<file path="src/hdl/atmega_io_pkg.sv">
// ATmega I/O subsystem definitions
package atmega_io_pkg;

    localparam int IO_ADDR_W = 6;
    localparam int DATA_W    = 8;

    // I/O-space register map
    localparam logic [IO_ADDR_W-1:0] PINB_ADDR   = 6'h03;
    localparam logic [IO_ADDR_W-1:0] DDRB_ADDR   = 6'h04;
    localparam logic [IO_ADDR_W-1:0] PORTB_ADDR  = 6'h05;
    localparam logic [IO_ADDR_W-1:0] PINF_ADDR   = 6'h0F;
    localparam logic [IO_ADDR_W-1:0] DDRF_ADDR   = 6'h10;
    localparam logic [IO_ADDR_W-1:0] PORTF_ADDR  = 6'h11;
    localparam logic [IO_ADDR_W-1:0] TIFR0_ADDR  = 6'h15;
    localparam logic [IO_ADDR_W-1:0] TCCR0A_ADDR = 6'h24;
    localparam logic [IO_ADDR_W-1:0] TCCR0B_ADDR = 6'h25;
    localparam logic [IO_ADDR_W-1:0] TCNT0_ADDR  = 6'h26;
    localparam logic [IO_ADDR_W-1:0] OCR0A_ADDR  = 6'h27;
    localparam logic [IO_ADDR_W-1:0] TIMSK0_ADDR = 6'h2F; // Moved from data space

    localparam logic [DATA_W-1:0] PINMASK_B = 8'hF0;
    localparam logic [DATA_W-1:0] PINMASK_F = 8'hF3;

    localparam int PRESC_W = 10;

    localparam int TOV0_BIT  = 0;
    localparam int OCF0A_BIT = 1;
    localparam int COM0A_LSB = 6;
    localparam int WGM01_BIT = 1;
    localparam int CS0_W     = 3;

    // Implemented bits of TIFR0 and TIMSK0
    localparam logic [DATA_W-1:0] TIM_IRQ_MASK = 8'h03;

    localparam logic [CS0_W-1:0] CS_STOP    = 3'd0;
    localparam logic [CS0_W-1:0] CS_DIV1    = 3'd1;
    localparam logic [CS0_W-1:0] CS_DIV8    = 3'd2;
    localparam logic [CS0_W-1:0] CS_DIV64   = 3'd3;
    localparam logic [CS0_W-1:0] CS_DIV256  = 3'd4;
    localparam logic [CS0_W-1:0] CS_DIV1024 = 3'd5;

    localparam logic [1:0] COM_OFF    = 2'd0;
    localparam logic [1:0] COM_TOGGLE = 2'd1;
    localparam logic [1:0] COM_CLEAR  = 2'd2;
    localparam logic [1:0] COM_SET    = 2'd3;

    typedef struct packed {
        logic [IO_ADDR_W-1:0] addr;
        logic                 wr;
        logic                 rd;
        logic [DATA_W-1:0]    wdata;
    } io_req_t;

    typedef struct packed {
        logic port;
        logic ddr;
        logic pin_wr; // Toggles PORT bits
    } gpio_wr_t;

    typedef struct packed {
        logic [DATA_W-1:0] port;
        logic [DATA_W-1:0] ddr;
        logic [DATA_W-1:0] pin;
    } gpio_view_t;

    typedef struct packed {
        logic tccra;
        logic tccrb;
        logic tcnt;
        logic ocra;
        logic timsk;
        logic tifr;
    } tim_wr_t;

    typedef struct packed {
        logic [DATA_W-1:0] tccra;
        logic [DATA_W-1:0] tccrb;
        logic [DATA_W-1:0] tcnt;
        logic [DATA_W-1:0] ocra;
        logic [DATA_W-1:0] timsk;
        logic [DATA_W-1:0] tifr;
    } tim_view_t;

endpackage

</file>
<file path="src/hdl/io_decoder.sv">
// I/O bus decoder and read port
`timescale 1ns/1ps

module io_decoder
    import atmega_io_pkg::*;
(
    input  logic              clk,
    input  logic              rst,
    input  io_req_t           io_req,
    input  gpio_view_t        gpio_b_view,
    input  gpio_view_t        gpio_f_view,
    input  tim_view_t         tim_view,
    output logic [DATA_W-1:0] wdata,
    output gpio_wr_t          gpio_b_wr,
    output gpio_wr_t          gpio_f_wr,
    output tim_wr_t           tim_wr,
    output logic [DATA_W-1:0] io_rdata
);

    logic [DATA_W-1:0] rd_mux;

    assign wdata = io_req.wdata; // Shared by all peripherals

    // One strobe per write, none for unmapped addresses
    always_comb
    begin
        gpio_b_wr = '0;
        gpio_f_wr = '0;
        tim_wr    = '0;
        if (io_req.wr)
        begin
            case (io_req.addr)
                PINB_ADDR:   gpio_b_wr.pin_wr = 1'b1;
                DDRB_ADDR:   gpio_b_wr.ddr    = 1'b1;
                PORTB_ADDR:  gpio_b_wr.port   = 1'b1;
                PINF_ADDR:   gpio_f_wr.pin_wr = 1'b1;
                DDRF_ADDR:   gpio_f_wr.ddr    = 1'b1;
                PORTF_ADDR:  gpio_f_wr.port   = 1'b1;
                TIFR0_ADDR:  tim_wr.tifr      = 1'b1;
                TCCR0A_ADDR: tim_wr.tccra     = 1'b1;
                TCCR0B_ADDR: tim_wr.tccrb     = 1'b1;
                TCNT0_ADDR:  tim_wr.tcnt      = 1'b1;
                OCR0A_ADDR:  tim_wr.ocra      = 1'b1;
                TIMSK0_ADDR: tim_wr.timsk     = 1'b1;
                default: ;
            endcase
        end
    end

    // Read select
    always_comb
    begin
        case (io_req.addr)
            PINB_ADDR:   rd_mux = gpio_b_view.pin;
            DDRB_ADDR:   rd_mux = gpio_b_view.ddr;
            PORTB_ADDR:  rd_mux = gpio_b_view.port;
            PINF_ADDR:   rd_mux = gpio_f_view.pin;
            DDRF_ADDR:   rd_mux = gpio_f_view.ddr;
            PORTF_ADDR:  rd_mux = gpio_f_view.port;
            TIFR0_ADDR:  rd_mux = tim_view.tifr;
            TCCR0A_ADDR: rd_mux = tim_view.tccra;
            TCCR0B_ADDR: rd_mux = tim_view.tccrb;
            TCNT0_ADDR:  rd_mux = tim_view.tcnt;
            OCR0A_ADDR:  rd_mux = tim_view.ocra;
            TIMSK0_ADDR: rd_mux = tim_view.timsk;
            default:     rd_mux = '0; // Unmapped
        endcase
    end

    // Read byte holds until the next read strobe
    always_ff @(posedge clk or posedge rst)
    begin
        if (rst)
        begin
            io_rdata <= '0;
        end
        else if (io_req.rd)
        begin
            io_rdata <= rd_mux;
        end
    end

endmodule

</file>
<file path="src/hdl/gpio_port.sv">
// General-purpose I/O port
`timescale 1ns/1ps

module gpio_port
    import atmega_io_pkg::*;
#(
    parameter logic [DATA_W-1:0] PIN_MASK = 8'hFF
)
(
    input  logic              clk,
    input  logic              rst,
    input  gpio_wr_t          wr,
    input  logic [DATA_W-1:0] wdata,
    input  logic [DATA_W-1:0] pin_in,
    output gpio_view_t        view,
    output logic [DATA_W-1:0] pad_out,
    output logic [DATA_W-1:0] pad_oe
);

    logic [DATA_W-1:0] port_q;
    logic [DATA_W-1:0] ddr_q;

    always_ff @(posedge clk or posedge rst)
    begin
        if (rst)
        begin
            port_q <= '0;
            ddr_q  <= '0;
        end
        else
        begin
            if (wr.port)
                port_q <= wdata & PIN_MASK;
            else if (wr.pin_wr)
                port_q <= (port_q ^ wdata) & PIN_MASK; // PIN write toggles
            if (wr.ddr)
                ddr_q <= wdata & PIN_MASK;
        end
    end

    assign pad_out = port_q;
    assign pad_oe  = ddr_q;

    // Outputs read back their own drive value
    assign view.port = port_q;
    assign view.ddr  = ddr_q;
    assign view.pin  = ((ddr_q & port_q) | (~ddr_q & pin_in)) & PIN_MASK;

endmodule

</file>
<file path="src/hdl/tim0_prescaler.sv">
// Timer0 prescaler
`timescale 1ns/1ps

module tim0_prescaler
    import atmega_io_pkg::*;
(
    input  logic             clk,
    input  logic             rst,
    input  logic [CS0_W-1:0] cs,
    output logic             tick
);

    logic [PRESC_W-1:0] cnt;

    always_ff @(posedge clk or posedge rst)
    begin
        if (rst)
            cnt <= '0;
        else
            cnt <= cnt + 1'b1; // Free running
    end

    // Tick when the selected low bits are all ones
    always_comb
    begin
        case (cs)
            CS_STOP:    tick = 1'b0;
            CS_DIV1:    tick = 1'b1;
            CS_DIV8:    tick = &cnt[2:0];
            CS_DIV64:   tick = &cnt[5:0];
            CS_DIV256:  tick = &cnt[7:0];
            CS_DIV1024: tick = &cnt[PRESC_W-1:0];
            default:    tick = 1'b0; // Codes 6 and 7 stop the timer
        endcase
    end

endmodule

</file>
<file path="src/hdl/tim0_counter.sv">
// Timer/Counter0 with compare unit A
`timescale 1ns/1ps

module tim0_counter
    import atmega_io_pkg::*;
(
    input  logic              clk,
    input  logic              rst,
    input  tim_wr_t           wr,
    input  logic [DATA_W-1:0] wdata,
    input  logic              tick,
    output tim_view_t         view,
    output logic              oc0a,
    output logic              oc0a_en,
    output logic              irq
);

    logic [DATA_W-1:0] tccra_q;
    logic [DATA_W-1:0] tccrb_q;
    logic [DATA_W-1:0] tcnt_q;
    logic [DATA_W-1:0] ocra_q;
    logic [DATA_W-1:0] timsk_q;
    logic [DATA_W-1:0] tifr_q;
    logic [1:0]        com0a;
    logic [DATA_W-1:0] top;
    logic              cmp_hit;
    logic              ovf_hit;
    logic [DATA_W-1:0] tcnt_nxt;
    logic [DATA_W-1:0] flag_set;
    logic [DATA_W-1:0] flag_clr;
    logic              oc_nxt;

    assign com0a = tccra_q[COM0A_LSB +: 2];
    assign top   = tccra_q[WGM01_BIT] ? ocra_q : 8'hFF; // CTC or normal

    assign cmp_hit = tick && (tcnt_q == ocra_q);
    assign ovf_hit = tick && (tcnt_q == 8'hFF); // Always wraps to 0 from 0xFF

    always_comb
    begin
        tcnt_nxt = tcnt_q;
        if (wr.tcnt)
            tcnt_nxt = wdata; // Bus write beats the tick
        else if (tick)
            tcnt_nxt = (tcnt_q == top) ? '0 : tcnt_q + 1'b1;
    end

    always_comb
    begin
        flag_set = '0;
        flag_set[TOV0_BIT]  = ovf_hit;
        flag_set[OCF0A_BIT] = cmp_hit;
        flag_clr = wr.tifr ? wdata : '0; // Write one to clear
    end

    // Compare output action
    always_comb
    begin
        oc_nxt = oc0a;
        if (cmp_hit)
        begin
            case (com0a)
                COM_TOGGLE: oc_nxt = ~oc0a;
                COM_CLEAR:  oc_nxt = 1'b0;
                COM_SET:    oc_nxt = 1'b1;
                default:    oc_nxt = oc0a;
            endcase
        end
    end

    always_ff @(posedge clk or posedge rst)
    begin
        if (rst)
        begin
            tccra_q <= '0;
            tccrb_q <= '0;
            tcnt_q  <= '0;
            ocra_q  <= '0;
            timsk_q <= '0;
            tifr_q  <= '0;
            oc0a    <= 1'b0;
        end
        else
        begin
            if (wr.tccra)
                tccra_q <= wdata;
            if (wr.tccrb)
                tccrb_q <= wdata;
            if (wr.ocra)
                ocra_q <= wdata;
            if (wr.timsk)
                timsk_q <= wdata & TIM_IRQ_MASK;
            tcnt_q <= tcnt_nxt;
            tifr_q <= (tifr_q | flag_set) & ~flag_clr & TIM_IRQ_MASK; // Clear wins
            oc0a   <= oc_nxt;
        end
    end

    assign oc0a_en = (com0a != COM_OFF);
    assign irq     = |(tifr_q & timsk_q);

    assign view.tccra = tccra_q;
    assign view.tccrb = tccrb_q;
    assign view.tcnt  = tcnt_q;
    assign view.ocra  = ocra_q;
    assign view.timsk = timsk_q;
    assign view.tifr  = tifr_q;

endmodule

</file>
<file path="src/hdl/atmega_io_top.sv">
// ATmega32U4 I/O subsystem top
`timescale 1ns/1ps

module atmega_io_top
    import atmega_io_pkg::*;
(
    input  logic              clk,
    input  logic              rst,
    input  io_req_t           io_req,
    input  logic [DATA_W-1:0] pb_in,
    input  logic [DATA_W-1:0] pf_in,
    output logic [DATA_W-1:0] io_rdata,
    output logic [DATA_W-1:0] pb_out,
    output logic [DATA_W-1:0] pb_oe,
    output logic [DATA_W-1:0] pf_out,
    output logic [DATA_W-1:0] pf_oe,
    output logic              oc0a,
    output logic              oc0a_en,
    output logic              tim0_irq
);

    logic [DATA_W-1:0] wdata;
    gpio_wr_t          gpio_b_wr;
    gpio_wr_t          gpio_f_wr;
    tim_wr_t           tim_wr;
    gpio_view_t        gpio_b_view;
    gpio_view_t        gpio_f_view;
    tim_view_t         tim_view;
    logic              tick;

    io_decoder u_decoder (
        .clk         (clk),
        .rst         (rst),
        .io_req      (io_req),
        .gpio_b_view (gpio_b_view),
        .gpio_f_view (gpio_f_view),
        .tim_view    (tim_view),
        .wdata       (wdata),
        .gpio_b_wr   (gpio_b_wr),
        .gpio_f_wr   (gpio_f_wr),
        .tim_wr      (tim_wr),
        .io_rdata    (io_rdata)
    );

    gpio_port #(.PIN_MASK(PINMASK_B)) u_port_b (
        .clk     (clk),
        .rst     (rst),
        .wr      (gpio_b_wr),
        .wdata   (wdata),
        .pin_in  (pb_in),
        .view    (gpio_b_view),
        .pad_out (pb_out),
        .pad_oe  (pb_oe)
    );

    gpio_port #(.PIN_MASK(PINMASK_F)) u_port_f (
        .clk     (clk),
        .rst     (rst),
        .wr      (gpio_f_wr),
        .wdata   (wdata),
        .pin_in  (pf_in),
        .view    (gpio_f_view),
        .pad_out (pf_out),
        .pad_oe  (pf_oe)
    );

    // Clock select lives in TCCR0B bits 2..0
    tim0_prescaler u_presc (
        .clk  (clk),
        .rst  (rst),
        .cs   (tim_view.tccrb[CS0_W-1:0]),
        .tick (tick)
    );

    tim0_counter u_tim0 (
        .clk     (clk),
        .rst     (rst),
        .wr      (tim_wr),
        .wdata   (wdata),
        .tick    (tick),
        .view    (tim_view),
        .oc0a    (oc0a),
        .oc0a_en (oc0a_en),
        .irq     (tim0_irq)
    );

endmodule

</file>
<file path="config.mk">
export PLATFORM = sky130hd
export DESIGN_NAME = atmega_io_top
export DESIGN_NICKNAME = d
export VERILOG_FILES = /design/src/hdl/atmega_io_pkg.sv /design/src/hdl/io_decoder.sv /design/src/hdl/gpio_port.sv /design/src/hdl/tim0_prescaler.sv /design/src/hdl/tim0_counter.sv /design/src/hdl/atmega_io_top.sv
export SDC_FILE = /design/constraint.sdc
export NUM_CORES = 1
export LEC_CHECK = 0
export ABC_AREA = 1
export BUFFER_PORTS_ARGS = -buffer_cell sky130_fd_sc_hd__buf_4
export CAP_MARGIN = 40
export CORE_MARGIN = 10
export CORE_UTILIZATION = 60
export CTS_CLUSTER_SIZE = 12
export DETAILED_ROUTE_END_ITERATION = 10
export PLACE_DENSITY = 0.85
export SETUP_SLACK_MARGIN = 0.1
export SLEW_MARGIN = 20
export SYNTH_ARGS = -nofsm -noshare
export SYNTH_HDL_FRONTEND = slang
export SYNTH_SLANG_ARGS = --single-unit
</file>
<file path="constraint.sdc">
create_clock -name clk -period 3.1 [get_ports clk]
set_input_delay 0 -clock clk [delete_from_list [all_inputs] [get_ports clk]]
set_output_delay 0 -clock clk [all_outputs]
set_load 0.05 [all_outputs]
</file>
* Word-level counts from Yosys, hierarchy flattened
Cells that the tools add are included.
** Cells by class
- Add/sub/neg operators :: 2
- Multipliers :: 0
- Divide/modulo/power cells :: 0
- Order comparisons :: 0
- Equal/unequal tests :: 23
- Shifts and indexed selects :: 0
- Mux-type cells :: 27
- Bitwise operators :: 15
- Reduce and logical (&&, ||, !) cells :: 13
** Operators with widths (number)
- 8-bit one-hot mux with 12 select lines :: 1
- 8-bit two-way mux :: 8
- 8-bit AND :: 4
- 6-bit equality test (second input constant) :: 5
- 6-bit by 5-bit equality test with 1-bit output (second input constant) :: 3
- 8-bit equality test :: 2
- 8-bit inverter :: 2
- 8-bit bitwise OR :: 2
- 8-bit XOR :: 2
- 6-bit by 3-bit equality test with 1-bit output (second input constant) :: 2
- 1-bit two-way mux :: 12
- 10-bit by 1-bit adder with 10-bit output (second input constant) :: 1
- 10-bit AND reduction :: 1
- 8-bit by 1-bit adder with 8-bit output (second input constant) :: 1
- 8-bit equality test (second input constant) :: 1
- 8-bit AND reduction :: 1
- 2-bit nonzero test :: 4
- 8-bit OR reduction :: 1
- 3-bit by 2-bit equality test with 1-bit output (second input constant) :: 2
- 3-bit equality test (second input constant) :: 2
- 6-bit by 2-bit equality test with 1-bit output (second input constant) :: 1
- 6-bit by 4-bit equality test with 1-bit output (second input constant) :: 1
- 3-bit two-way mux :: 2
- 6-bit two-way mux :: 1
- 15 further kinds :: 18
** Word-level totals
- Register bits after elaboration :: 81
- Bits in latches :: 0
- Memory bits (writable) :: 0
- Memory bits (read-only) :: 0
- Output and inout bits :: 43
- Logic and storage cells :: 93
- Memories kept :: 0

* Logic depth before layout (Yosys ltp)
Gate-level depths: netlist of the first run.
- Depth in word-level cells :: 6
- Mapped depth :: 12

* By module
Synthesis of the first run repeated with hierarchy kept, for this count alone.
** Second synthesis, totals
- Cells, all modules :: 782
- Area, all modules :: 5544.1 µm²
** By module, submodules not included
- tim0_counter :: instances 1, cells each 246, area each 1978.1 µm²
- io_decoder :: instances 1, cells each 278, area each 1624.1 µm²
- gpio_port at u_port_f :: instances 1, cells each 115, area each 823.3 µm²
- gpio_port at u_port_b :: instances 1, cells each 90, area each 633.1 µm²
- tim0_prescaler :: instances 1, cells each 53, area each 485.5 µm²

* Worst setup path before layout of the first run
No wires, ideal clock.
- Path type :: register -> register
- From :: register u_presc.cnt[0]
- To :: register u_tim0.tcnt_q[2]
- Library setup time :: 65 ps
- Arrival :: 1414 ps
- Setup slack :: 1621 ps
- Stages on the path, launching flop included :: 12
- Clock period less this slack :: 1479 ps
- Cells stage by stage :: dfrtp_1 ha_1 nand3_1 nor2_1 nand2_1 nand2_1 nand3_1 nand2_4 buf_6 o21ai_1 clkinv_1 nand2_1
** On the way
- Longest elaborated chain between the ends :: 3
- Elaborated cells between the ends (all ways) :: 6
- Classes of those cells :: mux (1); reduce/logical (5)
** Ends and longest elaborated chain
- from (decl) :: line tim0_prescaler.sv:13 : logic [PRESC_W-1:0] cnt;
- from (signal assigned) :: line tim0_prescaler.sv:20 : cnt <= cnt + 1'b1;
- 10-bit AND reduction (tied with other cells) :: line tim0_prescaler.sv:32 : CS_DIV1024: tick = &cnt[PRESC_W-1:0];
- 1-bit one-hot mux with 5 select lines * :: line tim0_prescaler.sv:26 : case (cs)
- 2-bit nonzero test (no source line) *
- to (signal assigned) :: line tim0_counter.sv:93 : tcnt_q <= tcnt_nxt;
- to (decl) :: line tim0_counter.sv:20 : logic [DATA_W-1:0] tcnt_q;
Mark *: on every way between the ends. The rest lies on a longest branch, timed or not.
A chain may end at the register's enable or synchronous reset.

* Worst setup path after layout of the first run
- From :: register u_presc.cnt[0]
- To :: register u_tim0.oc0a
** On the way
- Longest elaborated chain between the ends :: 4
- Elaborated cells between the ends (all ways) :: 7
- Classes of those cells :: mux (1); reduce/logical (6)
** Ends and longest elaborated chain
- 10-bit AND reduction (tied with other cells) :: line tim0_prescaler.sv:32
- 1-bit one-hot mux with 5 select lines * :: line tim0_prescaler.sv:26
- 1-bit logical AND * :: line tim0_counter.sv:36 : assign cmp_hit = tick && (tcnt_q == ocra_q);
- 2-bit AND reduction (no source line) *
- to (signal assigned) :: line tim0_counter.sv:95 : oc0a <= oc_nxt;
- to (decl) :: line tim0_counter.sv:13 : output logic oc0a,
Marked as above.

==> results of run 1 <==
[repair_timing]
item	4_1_cts	5_1_grt
hold buffers	10	0
gates resized for setup	0	0
endpoints found under the hold margin	49	0
setup endpoints to repair	0	0
buffers inserted	0	0
[logic make-up (layout without fill, tap and decap cells)]
family | Yosys count | after routing | synth area share
buffers and inverters | 96 | 163 | 0.0980
XOR/XNOR | 23 | 23 | 0.0464
AO/OA/AOI/OAI | 68 | 68 | 0.0830
flip-flops | 75 | 75 | 0.433
adder cells (fa/ha/maj) | 3 | 3 | 0.00865
other | 1 | 12 | 0.000864
AND/OR/NAND/NOR | 337 | 337 | 0.330
[worst min-delay path by stage]
| stage | from | to | cells after the start |
|---|---|---|---|
| finish | pf_in[1] | u_decoder.io_rdata[1] | 7 |
| detailed placement | rst | u_port_b.pad_oe[7] | 2 |
| global route | pf_in[1] | u_decoder.io_rdata[1] | 7 |
| global placement | io_req[0] | u_tim0.tifr_q[0] | 2 |
| floorplan | io_req[0] | u_tim0.tifr_q[0] | 1 |
| CTS | pf_in[1] | u_decoder.io_rdata[1] | 7 |
[critical path, stage by stage, from the launching register on]
cell and delay, ps:
dfrtp_1 390, ha_1 190, nand3_1 140, nor2_1 180, nand2_1 70, nand2_1 80, nand2_1 50, nor2_1 320
nand2_1 190, o21ai_0 220
[sequential cells by signal (all words and copies together) (netlist names)]
name / cells
u_presc.cnt: 10
u_tim0.tccrb_q: 8
u_port_b.pad_oe: 4
u_decoder.io_rdata: 8
u_port_f.pad_oe: 6
u_port_b.pad_out: 4
u_tim0.tccra_q: 8
u_tim0.oc0a: 1
u_tim0.timsk_q: 2
u_tim0.tifr_q: 2
u_tim0.ocra_q: 8
u_tim0.tcnt_q: 8
u_port_f.pad_out: 6
[per-layer routing]
layer / track usage / part of all wire / wire (µm)
met5: 0 / 0 / 0
met4: 0.0647 / 0.022 / 269
met3: 0.0590 / 0.091 / 1130
met2: 0.363 / 0.47 / 5770
met1: 0.293 / 0.42 / 5190
[layout make-up]
cell class | count | area [µm²] | area share
sequential | 75 | 1880 | 0.365
clock inverter | 5 | 61.3 | 0.0119
multi-input combinational | 443 | 2080 | 0.404
inverter | 76 | 285 | 0.0555
clock buffer | 11 | 151 | 0.0294
timing repair buffer | 71 | 571 | 0.111
tap | 96 | 120 | 0.0234
[power breakdown]
| part | internal [mW] | total [mW] | switching [mW] | leakage (nW) |
|---|---|---|---|---|
| combinational | 0.348 | 1.12 | 0.772 | 1.56 |
| clock | 0.417 | 0.790 | 0.373 | 0.0978 |
| sequential | 1.15 | 1.34 | 0.190 | 0.971 |
[placed cells by master, fill, tap and decap left out, drive strengths merged]
master / Yosys / final
nand4: 3 / 3
nor3b: 3 / 3
nand3: 28 / 28
inv: 74 / 74
nand2: 225 / 225
o21a: 1 / 1
a22oi: 1 / 1
o2111ai: 2 / 2
buf: 18 / 61
dfrtp: 75 / 75
xnor2: 9 / 9
clkinvlp: 0 / 3
clkinv: 2 / 3
xor2: 14 / 14
conb: 1 / 12
a21oi: 4 / 4
clkbuf: 2 / 11
ha: 3 / 3
nor3: 9 / 9
o21ai: 60 / 60
nor2: 68 / 68
bufinv: 0 / 1
nor4: 1 / 1
dlygate4sd3: 0 / 10
[stage by stage]
step | cells | hold slack (ps)
global route | 777 | 167
finish | 777 | 109
detailed placement | 751 | 61.5
global placement | 750 | 213
CTS | 777 | 106
floorplan | 614 | 85.7
==> results.ini, run 1 <==
[critical_path]
worstSetupEndpoint=u_tim0.oc0a
worst_setup_path_end_kind=register
r2r_cells=9
critPathMaxFanout=4
critical_path_class=register to register
rr_endpoint=u_tim0.oc0a
startpoint_type=register
crit_start=u_presc.cnt[0]
critical_path_arrival_ps=2180
r2r-start=u_presc.cnt[0]
ff2ff_setup_slack_ps=1190
worstPathRequired_ps=3360

[clock_network]
clkTransAtPathRegs_ps=80
h-tree-depth=3
cts_sinks=75
ctsRootBufferMaster=clkbuf_8
cts_tree=yes
cts_buffers=9
cts_max_path_buffers=2
insertion_delay_ps=360

[logic_synthesis]
ys_seq_area_frac=0.433
yosys.area.top_type_share=0.433
synthTopCellsByCount=nand2_1, dfrtp_1, inv_1
synthCells=603
synthTopCellsByArea=dfrtp_1, nand2_1, inv_1
post-synth-top-count-cell=nand2_1
synth-warning-count=0
synth.cell_area_um2=4340
ys_types=33
yosys.area.top_type=dfrtp_1
synthArstFlopShare=1.00
synth-edff-count=0
ys.flop_type=dfrtp_1
avgSynthCellArea_um2=7.20
synth_seq_cells=75

[timing]
fin_crit_ps=1910
clock.fmax_mhz=522
slew_violations=0
hold_viol_final=0
finalSetupViolations=0
finalClockSkew_ps=14.2
worst_pin_slew_ps=507
tns_ps=0
fin_crit_sh=0.618
slew_headroom=0.661
rsz0062_at_grt=no
timing.final.ws_setup_ps=1190

[drt]
num_vias=4123
first_iter_violations=369
ant_nets=0
wl_per_cell_um=15.9
drtPass1Iterations=5
remaining_drc_errors=0
wl_mm=12.4
vias_per_cell=5.31

[finish]
fin_area_um2=5140
fillCellCount=557
insertedDiodeCount=0
drive_above_1_share=0.157
layout.nets=713
final_core_util=0.745
area_growth_pct=18.5

[place]
dp_hpwl_mm=9.65
place_area_um2=4830
routabilityCongestion=0.938
pre_cts_slack_ps=1240
port_buffers=58

[grt]
grt_pass1_vias=4070
grt_max_degree=29
overflow=0
antenna_found_initial=0
grt_use_total=0.226
grt_pass1_wl_mm=20.3

[hold_path]
holdCritPathClass=input pin to register

[die]
io_pins=77
die_w_um=105
rows=30
dieArea_um2=11000
die_h_um=105
start_util=0.628
core_area_um2=6910

[pwr]
ir_drop_mv=0.352
finalPower_mw=3.25
powerDensity_nw_per_um2=631
power.leakage_nw=2.63

[job]
cap_violations=0

[run_status]
outcome=completed

No activity file was read; power rests on OpenSTA's default activity.
==> run 2, diff against run 1 <==
--- a/config.mk
+++ b/config.mk
@@ -9,10 +9,10 @@
 export BUFFER_PORTS_ARGS = -buffer_cell sky130_fd_sc_hd__buf_4
 export CAP_MARGIN = 40
 export CORE_MARGIN = 10
-export CORE_UTILIZATION = 60
+export CORE_UTILIZATION = 56
 export CTS_CLUSTER_SIZE = 12
 export DETAILED_ROUTE_END_ITERATION = 10
-export PLACE_DENSITY = 0.85
+export PLACE_DENSITY = 0.8
 export SETUP_SLACK_MARGIN = 0.1
 export SLEW_MARGIN = 20
 export SYNTH_ARGS = -nofsm -noshare
==> constraint.sdc (replaced) <==
create_clock -name clk -period 1.9 [get_ports clk]
set_input_delay 0 -clock clk [delete_from_list [all_inputs] [get_ports clk]]
set_output_delay 0 -clock clk [all_outputs]
set_load 0.05 [all_outputs]
==> run 2 against run 1 <==
Effect of this change:
- wire length shrank 0.17%
- core utilization shrank 6.3 points
- largest cell class unchanged
- global-route usage shrank 1.4 points
- worst hold slack gained 4.0 ps
- via count shrank 0.39%
- sequential share of layout area shrank 0.51 points
- clock skew shrank 5.6 ps
==> results.ini, run 2 (same netlist as run 1, synthesis figures left out) <==
[finish]
fin_area_um2=5220
layout_commonest_cell=nand2_1
final_cell_mix=nand2_1, dfrtp_1, inv_1
final_cells=784
insertedDiodeCount=0
multi_input_area_um2=2110
area_growth_pct=20.2
fillCellCount=687
final_core_util=0.682
seq_area_um2=1880
largest_reg_flops=10
layout.nets=714
drive_above_1_share=0.166
max_flop_register=u_presc.cnt

[die]
die_h_um=108
io_pins=77
die_w_um=108
rows=32
start_util=0.567
dieArea_um2=11700
core_area_um2=7650

[pwr]
powerDensity_nw_per_um2=1040
internal_power_mw=3.22
ir_drop_mv=0.486
p_sw_frac=0.408
power.leakage_nw=2.64
p_switching_mw=2.22
power_frac_comb=0.344
power_frac_seq=0.401
finalPower_mw=5.43
clkPwrFrac=0.255

[timing]
finalSetupViolations=0
hold_viol_final=0
worst_hold_slack_ps=113
fin_crit_ps=1690
slew_violations=0
finalClockSkew_ps=8.66
worst_pin_slew_ps=603
slew_headroom=0.595
tns_ps=0
clock.fmax_mhz=592
fin_crit_sh=0.889
rsz0062_at_grt=no
timing.final.ws_setup_ps=210

[critical_path]
critical_path_arrival_ps=1950
critPathMaxFanout=7
worst_setup_path_end_kind=register
critical_path_class=register to register
worstPathRequired_ps=2160
startpoint_type=register
r2r-start=u_presc.cnt[0]
ff2ff_setup_slack_ps=210
rr_endpoint=u_tim0.tcnt_q[4]
r2r_cells=11

[drt]
remaining_drc_errors=0
ant_nets=0
wl_per_cell_um=15.7
wl_mm=12.3
first_iter_violations=295
vias_per_cell=5.24
num_vias=4107
drtPass1Iterations=7

[grt]
grt_pass1_vias=3847
grt_pass1_wl_mm=19.6
grt_max_degree=51
overflow=0
grt_use_total=0.212
antenna_found_initial=0

[run_status]
outcome=completed

[clock_network]
cts_max_path_buffers=2
ctsRootBufferMaster=clkbuf_8
cts_buffers=9
insertion_delay_ps=360
h-tree-depth=3
clkTransAtPathRegs_ps=80
cts_tree=yes
cts_sinks=75

[hold_path]
hold_end=u_decoder.io_rdata[1]
holdCritPathClass=input pin to register
hp-start=pf_in[1]
whs_path_depth=7

[place]
dp_cells=755
pre_cts_slack_ps=118
dp_hpwl_mm=9.40
port_buffers=58
place_area_um2=4830
routabilityCongestion=0.961

[job]
cap_violations=0

==> run 2: cell type report <==
| cell class | count | share of cell area |
|---|---|---|
| clock inverters | 7 | 0.0197 |
| inverters | 76 | 0.0554 |
| multi-input cells | 443 | 0.404 |
| repair buffers | 72 | 0.113 |
| clock buffers | 9 | 0.0237 |
| well taps | 102 | 0.0245 |
| flip-flops and latches | 75 | 0.360 |
==> run 2: metal layers <==
metal | track usage | vias up | routed length, µm
li1 | - | 1992 | -
met1 | 0.291 | 1913 | 5360
met2 | 0.335 | 187 | 5770
met3 | 0.0541 | 15 | 1090
met4 | 0.0353 | 0 | 104
met5 | 0 | - | 0
==> run 2: power groups by stage <==
stage          Combinational, mW  Clock (mW)  Sequential [mW]
4_1_cts                     1.82        1.39             2.17
3_3_place_gp                1.76           0             2.20
6_report                    1.87        1.38             2.18
5_1_grt                     2.04        1.47             2.23
3_5_place_dp                1.80           0             2.20
2_1_floorplan              0.917           0             2.52
==> run 2: worst max-delay path by stage <==
stage	from	to	slack, ps	cells past startpoint
after global placement	u_presc.cnt[0]	u_tim0.oc0a	200	10
after floorplan	u_presc.cnt[0]	u_tim0.tcnt_q[2]	420	11
after detailed placement	u_presc.cnt[0]	u_tim0.tifr_q[1]	120	9
after CTS	u_presc.cnt[0]	u_tim0.tcnt_q[7]	190	10
after global routing	u_presc.cnt[0]	u_tim0.tifr_q[1]	70	9
final	u_presc.cnt[0]	u_tim0.tcnt_q[4]	210	11
==> run 2: repair_timing <==
item                                   CTS  global route
setup endpoints to repair                2            11
pin swaps                                0             2
endpoints found under the hold margin   55             0
setup buffers                            0             3
hold buffers                            10             0
gates resized for setup                  1             7
==> run 2: critical path, cell delays in order (launching register included) <==
cell and delay [ps]:
dfrtp_1 380, ha_2 200, nand3_2 130, nor2_4 140, nand2_1 70, nand2_1 90, nand3_2 130, nand2_4 110
clkbuf_4 180, o21ai_1 80, inv_2 50, nand2_1 40
